<file path="src/verilog/rs_pkg.sv">
// Reed-Solomon polynomial multiplier constants
// GF(2^6) symbol format, polynomial sizes and the step counter range
// for the erasure times syndrome product stage

package rs_pkg;

   // --------------------
   // field
   // --------------------
   localparam int SYM_W = 6;                        // bits per GF(2^6) symbol

   // x^6 = x + 1, so only the low bits are kept
   localparam logic [SYM_W-1:0] GF_POLY = 6'b00_0011;

   // --------------------
   // polynomial sizes
   // --------------------
   localparam int NUM_SYND = 20;                    // syndrome and output symbols
   localparam int NUM_EPS  = 21;                    // erasure poly coefficients

   // --------------------
   // step counter
   // --------------------
   localparam int CNT_W = 5;                        // holds 0 .. LAST_STEP

   // count after the last product row, done is decoded here
   localparam logic [CNT_W-1:0] LAST_STEP = 5'd21;

endpackage

</file>
<file path="src/verilog/epsilon_shifter.sv">
// Erasure polynomial shifter
// Presents one epsilon coefficient per product row, highest first.
// The top coefficient goes straight through during the load cycle

module epsilon_shifter
   import rs_pkg::*;
(
   input  logic                            CLK,          // system clock
   input  logic                            RESET,        // async reset, active low
   input  logic                            load,         // take new epsilon
   input  logic                            step,         // advance one row
   input  logic [NUM_EPS-1:0][SYM_W-1:0]   epsilon_in,   // erasure polynomial
   output logic [SYM_W-1:0]                epsilon_msb   // coefficient for this row
);

   logic [NUM_EPS-1:0][SYM_W-1:0] eps_reg;          // top entry feeds the row

   // --------------------
   // shift register
   // --------------------
   // After load the top holds epsilon[19]; every step moves the next
   // lower coefficient up, ending with epsilon[0] on the 20th row.
   always_ff @(posedge CLK or negedge RESET) begin
      if (!RESET) begin
         eps_reg <= '0;
      end
      else if (load) begin
         eps_reg <= {epsilon_in[NUM_EPS-2:0], {SYM_W{1'b0}}};
      end
      else if (step) begin
         eps_reg <= {eps_reg[NUM_EPS-2:0], {SYM_W{1'b0}}};
      end
   end

   // --------------------
   // output select
   // --------------------
   always_comb begin
      if (load) begin
         epsilon_msb = epsilon_in[NUM_EPS-1];      // top coeff acts as a flag
      end
      else begin
         epsilon_msb = eps_reg[NUM_EPS-1];
      end
   end

   // load and step come from one decoder and must not overlap
   a_load_step_excl: assert property (
      @(posedge CLK) disable iff (!RESET)
      !(load && step)
   );

endmodule

</file>
<file path="src/verilog/gf_mult.sv">
// GF(2^6) multiplier
// Purely combinational shift-and-add product of two field symbols,
// reduced on the fly by the field polynomial x^6+x+1

module gf_mult
   import rs_pkg::*;
(
   input  logic [SYM_W-1:0] a,                      // first factor
   input  logic [SYM_W-1:0] b,                      // second factor
   output logic [SYM_W-1:0] p                       // a times b in the field
);

   logic [SYM_W-1:0] acc;                           // running partial sum
   logic [SYM_W-1:0] a_shift;                       // a times x^i, reduced

   // --------------------
   // shift and add
   // --------------------
   // Each bit of b selects a times x^i. Multiplying by x is a left shift;
   // when the top bit falls out, x^6 is folded back in as GF_POLY.
   always_comb begin
      acc     = '0;
      a_shift = a;
      for (int i = 0; i < SYM_W; i++) begin
         if (b[i]) begin
            acc = acc ^ a_shift;                    // add this partial product
         end
         if (a_shift[SYM_W-1]) begin
            a_shift = {a_shift[SYM_W-2:0], 1'b0} ^ GF_POLY;  // reduce
         end
         else begin
            a_shift = {a_shift[SYM_W-2:0], 1'b0};
         end
      end
   end

   assign p = acc;

endmodule

</file>
<file path="src/verilog/polymul_ctrl.sv">
// Polynomial multiplier sequencer
// Counts the 20 product rows of one job and decodes the load and step
// strobes for the datapath, plus the one cycle done strobe

module polymul_ctrl
   import rs_pkg::*;
(
   input  logic CLK,                                // system clock
   input  logic RESET,                              // async reset, active low
   input  logic enable,                             // global stall when low
   input  logic sync,                               // start or restart a job
   output logic load,                               // take new operands
   output logic step,                               // one product row
   output logic done                                // job finished
);

   logic [CNT_W-1:0] count;                         // 0 idle, 1..20 rows, 21 done

   // --------------------
   // strobes
   // --------------------
   assign load = enable && sync;
   assign step = enable && !sync && (count >= CNT_W'(1)) && (count < LAST_STEP);

   // held while stalled since count is frozen
   assign done = (count == LAST_STEP);

   // --------------------
   // step counter
   // --------------------
   always_ff @(posedge CLK or negedge RESET) begin
      if (!RESET) begin
         count <= '0;
      end
      else if (load) begin
         count <= CNT_W'(1);                        // restart also lands here
      end
      else if (enable) begin
         if (step) begin
            count <= count + CNT_W'(1);
         end
         else begin
            count <= '0;                            // idle, or leaving done
         end
      end
   end

   // done lasts a single enabled cycle
   a_done_single: assert property (
      @(posedge CLK) disable iff (!RESET)
      (done && enable && !sync) |=> !done
   );

endmodule

</file>
<file path="src/verilog/rs_polymul.sv">
// Reed-Solomon erasure polynomial multiplier, GF(2^6)
// Returns the low 20 coefficients of epsilon(x) times S(x), one
// product row per enabled clock, with done 21 enabled cycles after sync

module rs_polymul
   import rs_pkg::*;
(
   input  logic                            CLK,           // system clock
   input  logic                            RESET,         // async reset, active low
   input  logic                            enable,        // global stall when low
   input  logic                            sync,          // start of job
   input  logic [NUM_SYND-1:0][SYM_W-1:0]  syndrome_in,   // syndrome polynomial
   input  logic [NUM_EPS-1:0][SYM_W-1:0]   epsilon_in,    // erasure polynomial
   output logic [NUM_SYND-1:0][SYM_W-1:0]  syndrome_out,  // modified syndromes
   output logic                            done           // one cycle completion
);

   logic             load;                          // operands taken this edge
   logic             step;                          // product row this edge
   logic [SYM_W-1:0] epsilon_msb;                   // row coefficient

   // --------------------
   // sequencer
   // --------------------
   polymul_ctrl u_ctrl (
      .CLK    (CLK),
      .RESET  (RESET),
      .enable (enable),
      .sync   (sync),
      .load   (load),
      .step   (step),
      .done   (done)
   );

   // --------------------
   // coefficient feed
   // --------------------
   epsilon_shifter u_eps (
      .CLK         (CLK),
      .RESET       (RESET),
      .load        (load),
      .step        (step),
      .epsilon_in  (epsilon_in),
      .epsilon_msb (epsilon_msb)
   );

   // --------------------
   // datapath
   // --------------------
   syndrome_mac u_mac (
      .CLK          (CLK),
      .RESET        (RESET),
      .load         (load),
      .step         (step),
      .syndrome_in  (syndrome_in),
      .epsilon_msb  (epsilon_msb),
      .syndrome_out (syndrome_out)
   );

endmodule

</file>
<file path="src/verilog/syndrome_mac.sv">
// Syndrome multiply-accumulate array
// Stores the syndrome polynomial, multiplies every symbol by the current
// epsilon coefficient and folds the products into a shifting accumulator
// chain, Horner style, leaving the truncated product in the accumulators

module syndrome_mac
   import rs_pkg::*;
(
   input  logic                            CLK,           // system clock
   input  logic                            RESET,         // async reset, active low
   input  logic                            load,          // take new syndromes
   input  logic                            step,          // one product row
   input  logic [NUM_SYND-1:0][SYM_W-1:0]  syndrome_in,   // syndrome polynomial
   input  logic [SYM_W-1:0]                epsilon_msb,   // coefficient for this row
   output logic [NUM_SYND-1:0][SYM_W-1:0]  syndrome_out   // modified syndromes
);

   logic [NUM_SYND-1:0][SYM_W-1:0] synd_reg;        // stored S
   logic [NUM_SYND-1:0][SYM_W-1:0] product;         // epsilon_msb times S_i
   logic [NUM_SYND-1:0][SYM_W-1:0] acc;             // accumulator chain
   logic [NUM_SYND-1:0][SYM_W-1:0] acc_next;        // value after one row

   // --------------------
   // syndrome store
   // --------------------
   always_ff @(posedge CLK or negedge RESET) begin
      if (!RESET) begin
         synd_reg <= '0;
      end
      else if (load) begin
         synd_reg <= syndrome_in;
      end
   end

   // --------------------
   // multiplier row
   // --------------------
   for (genvar i = 0; i < NUM_SYND; i++) begin : g_mult
      gf_mult u_mult (
         .a (epsilon_msb),
         .b (synd_reg[i]),
         .p (product[i])
      );
   end

   // --------------------
   // accumulator chain
   // --------------------
   // Shifting the chain up one place multiplies the partial result by x;
   // whatever leaves the top is above x^19 and is dropped.
   assign acc_next = {acc[NUM_SYND-2:0], {SYM_W{1'b0}}} ^ product;

   always_ff @(posedge CLK or negedge RESET) begin
      if (!RESET) begin
         acc <= '0;
      end
      else if (load) begin
         if (epsilon_msb != '0) begin
            acc <= syndrome_in;                     // epsilon[20] set, start at S
         end
         else begin
            acc <= '0;
         end
      end
      else if (step) begin
         acc <= acc_next;
      end
   end

   assign syndrome_out = acc;

   // row coefficient must be known whenever it is used
   a_eps_known: assert property (
      @(posedge CLK) disable iff (!RESET)
      (load || step) |-> !$isunknown(epsilon_msb)
   );

endmodule
</file>
<file path="config.mk">
export PLATFORM = sky130hd
export DESIGN_NAME = rs_polymul
export DESIGN_NICKNAME = d
export VERILOG_FILES = /design/src/verilog/rs_pkg.sv /design/src/verilog/epsilon_shifter.sv /design/src/verilog/gf_mult.sv /design/src/verilog/polymul_ctrl.sv /design/src/verilog/rs_polymul.sv /design/src/verilog/syndrome_mac.sv
export SDC_FILE = /design/constraint.sdc
export NUM_CORES = 1
export LEC_CHECK = 0
export ABC_AREA = 0
export BUFFER_PORTS_ARGS = -buffer_cell sky130_fd_sc_hd__buf_2
export CORE_ASPECT_RATIO = 0.8
export CORE_UTILIZATION = 64
export DETAILED_ROUTE_END_ITERATION = 10
export GPL_TIMING_DRIVEN = 0
export PLACE_DENSITY_LB_ADDON = 0.15
export SLEW_MARGIN = 20
export SYNTH_ARGS = -nofsm -noshare
export SYNTH_HDL_FRONTEND = slang
export SYNTH_HIERARCHICAL = 1
export SYNTH_SLANG_ARGS = --single-unit
</file>
<file path="constraint.sdc">
create_clock -name CLK -period 4.81 [get_ports CLK]
set_input_delay 0.962 -clock CLK [delete_from_list [all_inputs] [get_ports CLK]]
set_output_delay 0.962 -clock CLK [all_outputs]
set_load 0.005 [all_outputs]
</file>
== Word level (Yosys, flattened, before mapping) ==
Cells that the tools add are included.

* Add/subtract/negate cells: 1
* $lt $le $gt $ge: 2
* Equal/unequal tests: 1
* Muxes and demuxes: 134
* Bitwise gates (word level): 106
* Reduce and logical (&&, ||, !) cells: 8

{| class="wikitable"
|+ Operators by type and width
! cell !! count
|-
| two-way mux 6 bit || 121
|-
| XOR 6 bit || 100
|-
| two-way mux 120 bit || 3
|-
| two-way mux 126 bit || 2
|-
| XOR 120 bit || 1
|-
| two-way mux 5 bit || 3
|-
| two-way mux 2 bit || 5
|-
| NOT 2 bit || 5
|-
| nonzero test 6 bit || 1
|-
| adder 5 x 1 -> 5 bit, second input constant || 1
|-
| == test 5 bit, second input constant || 1
|-
| >= comparator 5 x 1 -> 1 bit, second input constant || 1
|-
| less-than comparator 5 bit, second input constant || 1
|-
| logical AND 1 bit || 4
|-
| nonzero test 2 bit || 2
|-
| zero test 1 bit || 1
|}

* Bits in registers: 371
* Logic and storage cells: 314

== Longest topological paths before layout ==
Gate-level depths: netlist of run 1.

* Depth in word-level cells: 17
* Gate-level depth with buffers: 13
* Mapped depth without buffers: 10

== Cells and area by module ==
Netlist of run 1, hierarchy kept.

{| class="wikitable"
|+ Modules (own cells, without submodules)
! module !! times used !! cells each !! area each (um2)
|-
| gf_mult || 20 || 82 || 549.3
|-
| syndrome_mac || 1 || 1023 || 10795.4
|-
| epsilon_shifter || 1 || 527 || 5604.1
|-
| polymul_ctrl || 1 || 38 || 339.1
|}

== Worst setup path before layout of run 1 ==
Ideal clock, no wire load.

* Path type: in2reg
* Start point: input port enable
* End point: register u_mac.acc (netlist bit u_mac/syndrome_out[7])
* Library setup time: 0.138 ns
* Arrival time: 4.134 ns
* Required time: 4.672 ns
* Path slack: 0.538 ns
* Stages: 11
* Buffers on the path: 2
* Path through: and2_1 > buf_2 > buf_4 > mux2_2 > mux2_2 > a22oi_1 > xnor2_1 > xnor2_1 > xor2_1 > mux2i_1 > o22ai_1

{| class="wikitable"
|+ RTL lines
! element !! line !! text
|-
| start: declaration || rs_polymul.sv:10 || <nowiki>input logic enable,</nowiki>
|-
| end signal: assignment || syndrome_mac.sv:59 || <nowiki>acc <= syndrome_in;</nowiki>
|-
| end signal: assignment || syndrome_mac.sv:66 || <nowiki>acc <= acc_next;</nowiki>
|-
| end: declaration || syndrome_mac.sv:20 || <nowiki>logic [NUM_SYND-1:0][SYM_W-1:0] acc;</nowiki>
|}

==> summary by stage, run 1 <==
STA
Setup slack closes at around 0.7 ns. The post-route clock period utilization is 85.5%. The number of failing hold endpoints at the final stage is 0.

The max-slew violation count is 0. Setup repair after global routing left no endpoint under its margin. The total of endpoints with negative setup slack in the final report is 0. For this run, the top clock speed supported by timing is around 0.24 GHz. The slew at the pin closest to its max-slew limit is 1.27 ns. The post-route worst hold slack is 0.251 ns. The worst clock skew on the final layout is 0.0110 ns. The worst pin sits at a relative slew slack of between 10% and 20%.

The routed design could run at a clock period as short as 4.11 ns.

Setup path
The capturing instance or port of the critical path is u_mac/syndrome_out[13]. The critical path in this run is classified as in2reg. The number of cells on the worst reg-to-reg path is 10. The family with the most delay on the worst path is XOR/XNOR gates. The beginning of the worst register-to-register path is u_ctrl/count[0]. Traced cell by cell, the critical path runs through buf_2 > and2_1 > buf_2 > buf_4 > mux2_2 > buf_6 > xor2_1 > and3b_1 > a31oi_1 > xnor2_1 > xnor2_1 > xor2_1 > mux2i_1 > o22ai_1. The category of the worst setup path launch point is an input port.

The count of cell instances traversed by the critical path is 14. The combined buffer and inverter count along the critical path is 4. STA puts the critical path data arrival time at 4.60 ns. The maximum cell stage delay along the critical path is 0.89 ns.

The setup check on the worst reg-to-reg path leaves a slack of 1.23 ns. The worst setup path is captured at a register. The start point of the critical path is enable. The critical-path maximum fanout is 21. STA puts the critical path data required time at about 5.3 ns.

The critical register-to-register path endpoint is u_mac/syndrome_out[65]. Among all stages on the critical path, the largest delay is contributed by mux2_2.

CTS
The post-CTS setup repair buffer count is 0. Counting every sink on the clock net gives 365. TritonCTS built the clock tree. The tree is rooted in a clkbuf_16.

The clock tree synthesis step divided the H-tree into 2 levels. In this run, CTS created clock tree buffers numbering 40. The clock-pin transition on the worst setup and hold timing paths is 0.06 ns. The buffer levels on the longest clock path is 3. The number of gates resized after CTS was 0. For the worst-skew pair, the clock arrives at the later sink with an insertion delay of 0.58 ns. The number of hold buffers added after CTS was 0.

Detailed routing
In the final routed layout, each cell accounts on average for 19.2 µm. In this run the remaining antenna-violating nets after routing total 0. The total via count in the routed design is 24700. In the routed layout, each cell is associated on average with a via count of 5.85. For this block, the routed nets add up to 81.2 mm of wire.

The number of search-and-repair iterations in the first detailed-routing pass is 5. The DRC marker count from the first detailed-route iteration is approximately 2400. For this run, design rule violations remaining after detail routing come to 0.

Die
The number of primary I/O pins is 371. Measured along the y axis, the die boundary spans 188 µm. The initial cell density of the core is 65.5%. The floorplan step defined a die boundary enclosing 0.0442 mm². The floorplan has 67 rows. The die outline width is 235 µm. The placeable core region is 0.0423 mm².

Global route
The first global-routing pass estimated 128 mm of wire. The global-route usage over all layers is between 30% and 40%. The number of antenna violations at the first check in global routing is 5. The pin count of the biggest net entering global routing is 93. The global-route congestion overflow total is 0. The via count of the first global-routing pass is 24000.

Logic synthesis
The area fraction in compound gates after synthesis is between 10% and 20%. The dominant synthesized flop cell is dfrtp_1. The number of nets produced by synthesis is 3480. Counting every instance in the synthesized netlist gives 3228. The main combinational cell family by area after synthesis is XOR/XNOR gates. The area share of the largest cell type after synthesis is 32.9%. After synthesis, the mean cell area works out to about 8.6 µm². The mapped netlist covers 0.0277 mm². The biggest area consumer among synthesized cells is dfrtp_1.

Yosys mapped a number of flops with a built-in enable equal to 0. The number of distinct library cells after synthesis is 40. The share of synthesized area occupied by flip-flops and latches is 32.9%. The most frequent cell after synthesis is nand2_1.

In the synthesized netlist, the cells that appear most often are nand2_1, xnor2_1, dfrtp_1. Of the total synthesized cell area, the portion taken by full adders, half adders and majority gates is 0.0903%. The synthesized flop and latch total is 365. Yosys printed 6 warnings. After synthesis, the share of cell area in mux cells is roughly 11%.

The xor and xnor fraction of the mapped netlist area is a little under a quarter. The post-synthesis async set-or-reset flop share is 100%. After synthesis, the cell types taking the most area are dfrtp_1, xnor2_1, nand2_1. Summing the areas of all and, or, nand and nor instances in the mapped netlist gives 13.9% of the synthesized area.

Layout
The area of combinational cells with multiple inputs is 0.0169 mm². Counting the fill cells in the layout gives 3137. The final layout contains 3898 nets. Cells fill 75.2% of the core in the end.

The count of cells in the finished layout, fillers not included, comes to 4231. The area growth from synthesis to layout is 14.9%. Cells with a size suffix above 1 make up between 15 and 20% of the layout. The sequential cells in the finished layout cover a total of 0.00913 mm².

Placed design
Timing analysis after detailed placement gives a worst setup slack of 0.251 ns. Routability-driven placement finished with a final weighted congestion of 0.940. Once detailed placement completed, the half-perimeter wirelength came to 57.6 mm. Input and output buffers added on the ports amount to 370. Once placement completed, the tool counted placed cells totaling 4156.

Power
The switching component of the power is 0.00684 W. Per report_power, the combinational group accounts for 50.1% of the total. Internal power comes to 0.00966 W. The power density of the placed cells is 518 mW/mm². Of the total power, the clock network draws 19.6%. The switching fraction of total power is 41.4%.

Summed over all cells, the static leakage comes to around 14 nW. Sequential cells burn 30.3% of the power. The maximum VDD drop is 0.000313 V.

Run status
The run finished with clean final reports.

Worst hold path
The path class of the tightest hold or removal check is in2async.

Job
The count of maximum capacitance violations is 0.
## how the worst min path moves through the flow
stage	from	end
3_5_place_dp	u_mac/synd_reg[82]	u_mac/synd_reg[82]
2_1_floorplan	u_mac/synd_reg[100]	u_mac/synd_reg[100]
6_report	RESET	u_mac/syndrome_out[98]
3_3_place_gp	u_mac/synd_reg[22]	u_mac/synd_reg[22]
4_1_cts	RESET	u_mac/syndrome_out[96]
5_1_grt	RESET	u_mac/syndrome_out[96]
## layout by cell type (no fill, tap or decap), types with 35 or more instances in the layout
cell       instances
a21oi_1           42
a22oi_1           80
buf_2            436
buf_4             35
clkbuf_1          74
clkbuf_16         40
dfrtp_1          365
inv_1            125
mux2_2            44
mux2i_1          254
nand2_1          741
nand2b_1          47
nor2_1            41
nor2b_1           40
o21ai_0          182
o21ai_1          100
o22ai_1          122
xnor2_1          440
xor2_1           274
## routing by layer
metal,global-route usage [%],up-vias,part of all wire [%]
met5,0,-,0
met4,13.5,0,3.5
met3,5.33,189,8.6
met2,56.5,1153,45
met1,51.2,11900,43
li1,-,11500,-
## area by class of cell
cell class              count  share of cell area, %
flip-flops and latches    365                   28.7
diodes                      5                 0.0393
plain buffers             208                   4.00
clock inverters            18                  0.754
multi-input cells        2530                   53.0
repair buffers            376                   6.36
clock buffers              52                   3.54
well taps                 552                   2.17
inverters                 125                   1.47
## kinds of logic (layout without fill, tap and decap cells)
family          count (synthesis)  in the layout
simple gates                  922            922
fa+ha+maj                       2              2
mux                           300            300
xor+xnor                      734            734
buf+inv                       333            779
other cells                     0              5
compound gates                572            572
flops                         365            365
## metrics by stage
stage	setup TNS (ns)	cell area (µm²)	power, W
final	0	31900	0.0165
after detailed placement	0	30500	0.0131
after floorplan	0	27700	0.0107
after CTS	0	31800	0.0164
after global placement	-1620.59	30300	0.0128
after global routing	0	31900	0.0174
## power groups by stage
stage               Clock [W]  Combinational (W)  Sequential (W)
global placement            0            0.00783         0.00496
detailed placement          0            0.00811         0.00500
finish                0.00324            0.00827         0.00500
floorplan                   0            0.00606         0.00467
global route          0.00338            0.00895         0.00509
CTS                   0.00327            0.00819         0.00496
Note: power is estimated with default switching activity, not from simulation.
==> inputs of run 2 (changes only) <==
CORE_UTILIZATION = 50   (was 64)
==> run 2 against run 1 <==
Global-route usage down 8.0 points. Die area up 28%. Worst hold slack better by 0.035 ns. Utilization down 16 points. Largest cell class unchanged.
==> summary by stage, run 2 (synthesis results as in run 1) <==
STA
The post-route clock period utilization is slightly below 90%. The maximum clock frequency is ~0.24 GHz. Across all setup checks in the final design, the least slack found is 0.609 ns. The post-route worst hold slack is 0.286 ns.

The total negative slack for setup checks is 0 ns. Setup repair after global routing left no endpoint under its margin. Counting I/O delays and the setup requirement, the final critical path takes 4.20 ns. The number of failing hold endpoints at the final stage is 0. The total of endpoints with negative setup slack in the final report is 0.

The worst pin sits at a relative slew slack of 29.4%. The worst clock skew on the final layout is 0.0211 ns. At the pin with the least slew margin, the transition time is 1.06 ns. The max-slew violation count was 0.

Global route
The via count of the first global-routing pass is 22200. The number of antenna violations at the first check in global routing came to 9. The first global-routing pass estimated around 130 mm of wire.

Global routing consumed, over all layers together, 28.2% of the routing resources. The met3 track utilization from global routing is 3.00%. Global routing finished with a remaining overflow of 0. Global routing used 42.7% of the available met2 tracks. met1 is the most crowded layer. The pin count of the biggest net entering global routing is 103. For this run, global-route usage on met1 was measured as 42.7%.

Die
The die outline width is 265 µm. The number of primary I/O pins is about 370. Once the floorplan was initialized, standard cells occupied between 50 and 60% of the core. In this run the core area contains 76 standard-cell rows. The die footprint is 0.0564 mm².

The die span in y is 213 µm. The placeable core region is 0.0543 mm².

Setup path
STA classifies the critical path startpoint as an input port. The start point of the critical path is enable. On the worst path, the slowest cell contributes a delay of 0.88 ns. The critical path endpoint category is a register.

For flop-to-flop paths, the worst setup slack is ~1.6 ns. The critical-path maximum fanout is 21. Data on the critical path arrives at its endpoint at approximately 4.7 ns. Among all stages on the critical path, the largest delay is contributed by mux2_2. The path type of the worst setup path is in2reg. The critical path ends at u_mac/syndrome_out[13]. Walking the worst path, the cells encountered are buf_2 > and2_1 > buf_2 > buf_4 > mux2_2 > buf_6 > xor2_1 > and3b_1 > a31oi_1 > xnor2_1 > xnor2_1 > xor2_1 > mux2i_1 > o22ai_1. The worst register-to-register path begins at u_eps/eps_reg[125]. The worst register-to-register path ends at u_mac/syndrome_out[13]. The number of cells on the worst reg-to-reg path is 10. Data on the critical path is required at its endpoint by 5.31 ns.

Power
In this run, the combinational gates consume 49.1% of the power. The switching fraction of total power is 40.8%. The sequential group share of total power is a little under a third.

The worst-case IR drop observed on VDD is 0.000302 V. The switching component of the power is 0.00674 W. The internal portion of the total power is 0.00979 W. For this design the ratio of total power to cell area is roughly 500 mW/mm². The static leakage is ~14 nW. In this run, the clock network consumes 20.7% of the power.

Layout
In the final layout, the share of cells above drive strength 1 is ~18%. The most common cell after layout, fill and taps aside is nand2_1. The net count of the finished layout is 3899. The fill cell total of the finished layout is around 5100. Compared with the post-synthesis result, the final layout area differs by 16.1%. Leaving out fill and tap cells, the most frequent cells in the layout are nand2_1, xnor2_1, buf_2.

The share of the core filled with cells is 59.3%.

Placed design
Detailed placement finished with a half-perimeter wire length of ~57 mm. Input and output buffers added on the ports amount to 370. Before CTS, the worst setup slack after placement is 0.160 ns.

The final weighted congestion in routability-driven placement is 0.914.

Detailed routing
In the routed design, unresolved DRC markers number 0. After the first detailed-routing iteration, the DRC count stood at approximately 2100. Dividing the detail-routed wire length by the instance count gives 18.1 µm. After detailed routing, the number of vias per cell comes to between 5 and 6. Wires add up to 80.0 mm. The detail route stage leaves a number of antenna-violating nets equal to 0. The total via count in the routed design is about 24000. Before antenna repair, the detailed router went through 6 iterations.

CTS
The clock passes through at most 3 buffers. The number of buffers inserted for hold repair after clock tree synthesis is 0. The clock tree from TritonCTS is built.

Clock tree synthesis inserted a total of 41 buffers. The number of gates given a new drive strength after cts is 0. In this run the number of H-tree levels came out at 2. The cell sitting at the root of the clock tree is a clkbuf_16. The post-CTS setup repair buffer count is 0. The number of sinks driven by the clock tree is 365. The clock latency of the later-clocked register in the worst-skew pair is between 0.5 and 0.6 ns. The clock-pin transition on the worst setup and hold timing paths is around 0.060 ns.

Worst hold path
The worst hold path belongs to the class in2async.

Run status
The flow ran to the end, and the final reports show no timing, DRC or antenna violations.

Job
The tool flagged a number of max-cap violations equal to 0.
## run 2: through the flow
stage | power (W) | cells | area (µm²)
2_1_floorplan | 0.0107 | 3228 | 27700
3_3_place_gp | 0.0129 | 4339 | 30500
3_5_place_dp | 0.0131 | 4345 | 30700
4_1_cts | 0.0166 | 4420 | 32200
5_1_grt | 0.0176 | 4428 | 32200
6_report | 0.0165 | 4428 | 32200
## run 2: metal layers
metal,routed length [µm],up-vias
met5,0,-
met4,1760,0
met3,4530,97
met2,34900,720
met1,38800,11300
li1,-,11500
## run 2: worst max-delay path, delay by kind of cell
kind                   cells  cell delay (ns)
AO/OA/AOI/OAI              2             0.20
XOR/XNOR                   4             1.14
AND/OR/NAND/NOR            2             0.50
buffers and inverters      4             0.91
multiplexers               2             0.97
## run 2: final cells by class
type | instances | area [µm²] | area share, %
Buffer | 208 | 1280 | 3.97
Clock buffer | 55 | 1130 | 3.51
Inverter | 125 | 469 | 1.46
Timing Repair Buffer | 376 | 2030 | 6.30
Antenna cell | 8 | 20.0 | 0.0622
Clock inverter | 20 | 320 | 0.995
Multi-Input combinational cell | 2530 | 16900 | 52.4
Sequential cell | 365 | 9130 | 28.4
Tap cell | 741 | 927 | 2.88
## run 2: worst min-delay path by stage
stage                     slack [ns]                  end  cells past startpoint           startpoint
final                           0.29    u_eps/eps_reg[62]                      1                RESET
after global routing            0.30    u_eps/eps_reg[64]                      1                RESET
after CTS                       0.27    u_eps/eps_reg[69]                      1                RESET
after detailed placement        0.51   u_mac/synd_reg[22]                      2   u_mac/synd_reg[22]
after global placement          0.51   u_mac/synd_reg[10]                      2   u_mac/synd_reg[10]
after floorplan                 0.50  u_mac/synd_reg[100]                      2  u_mac/synd_reg[100]
## run 2: power groups by stage
stage / Combinational, W / Clock (W) / Sequential [W]
after global routing: 0.00891 / 0.00360 / 0.00509
final: 0.00812 / 0.00343 / 0.00498
after CTS: 0.00810 / 0.00349 / 0.00497
after floorplan: 0.00606 / 0 / 0.00467
after global placement: 0.00792 / 0 / 0.00501
after detailed placement: 0.00804 / 0 / 0.00501
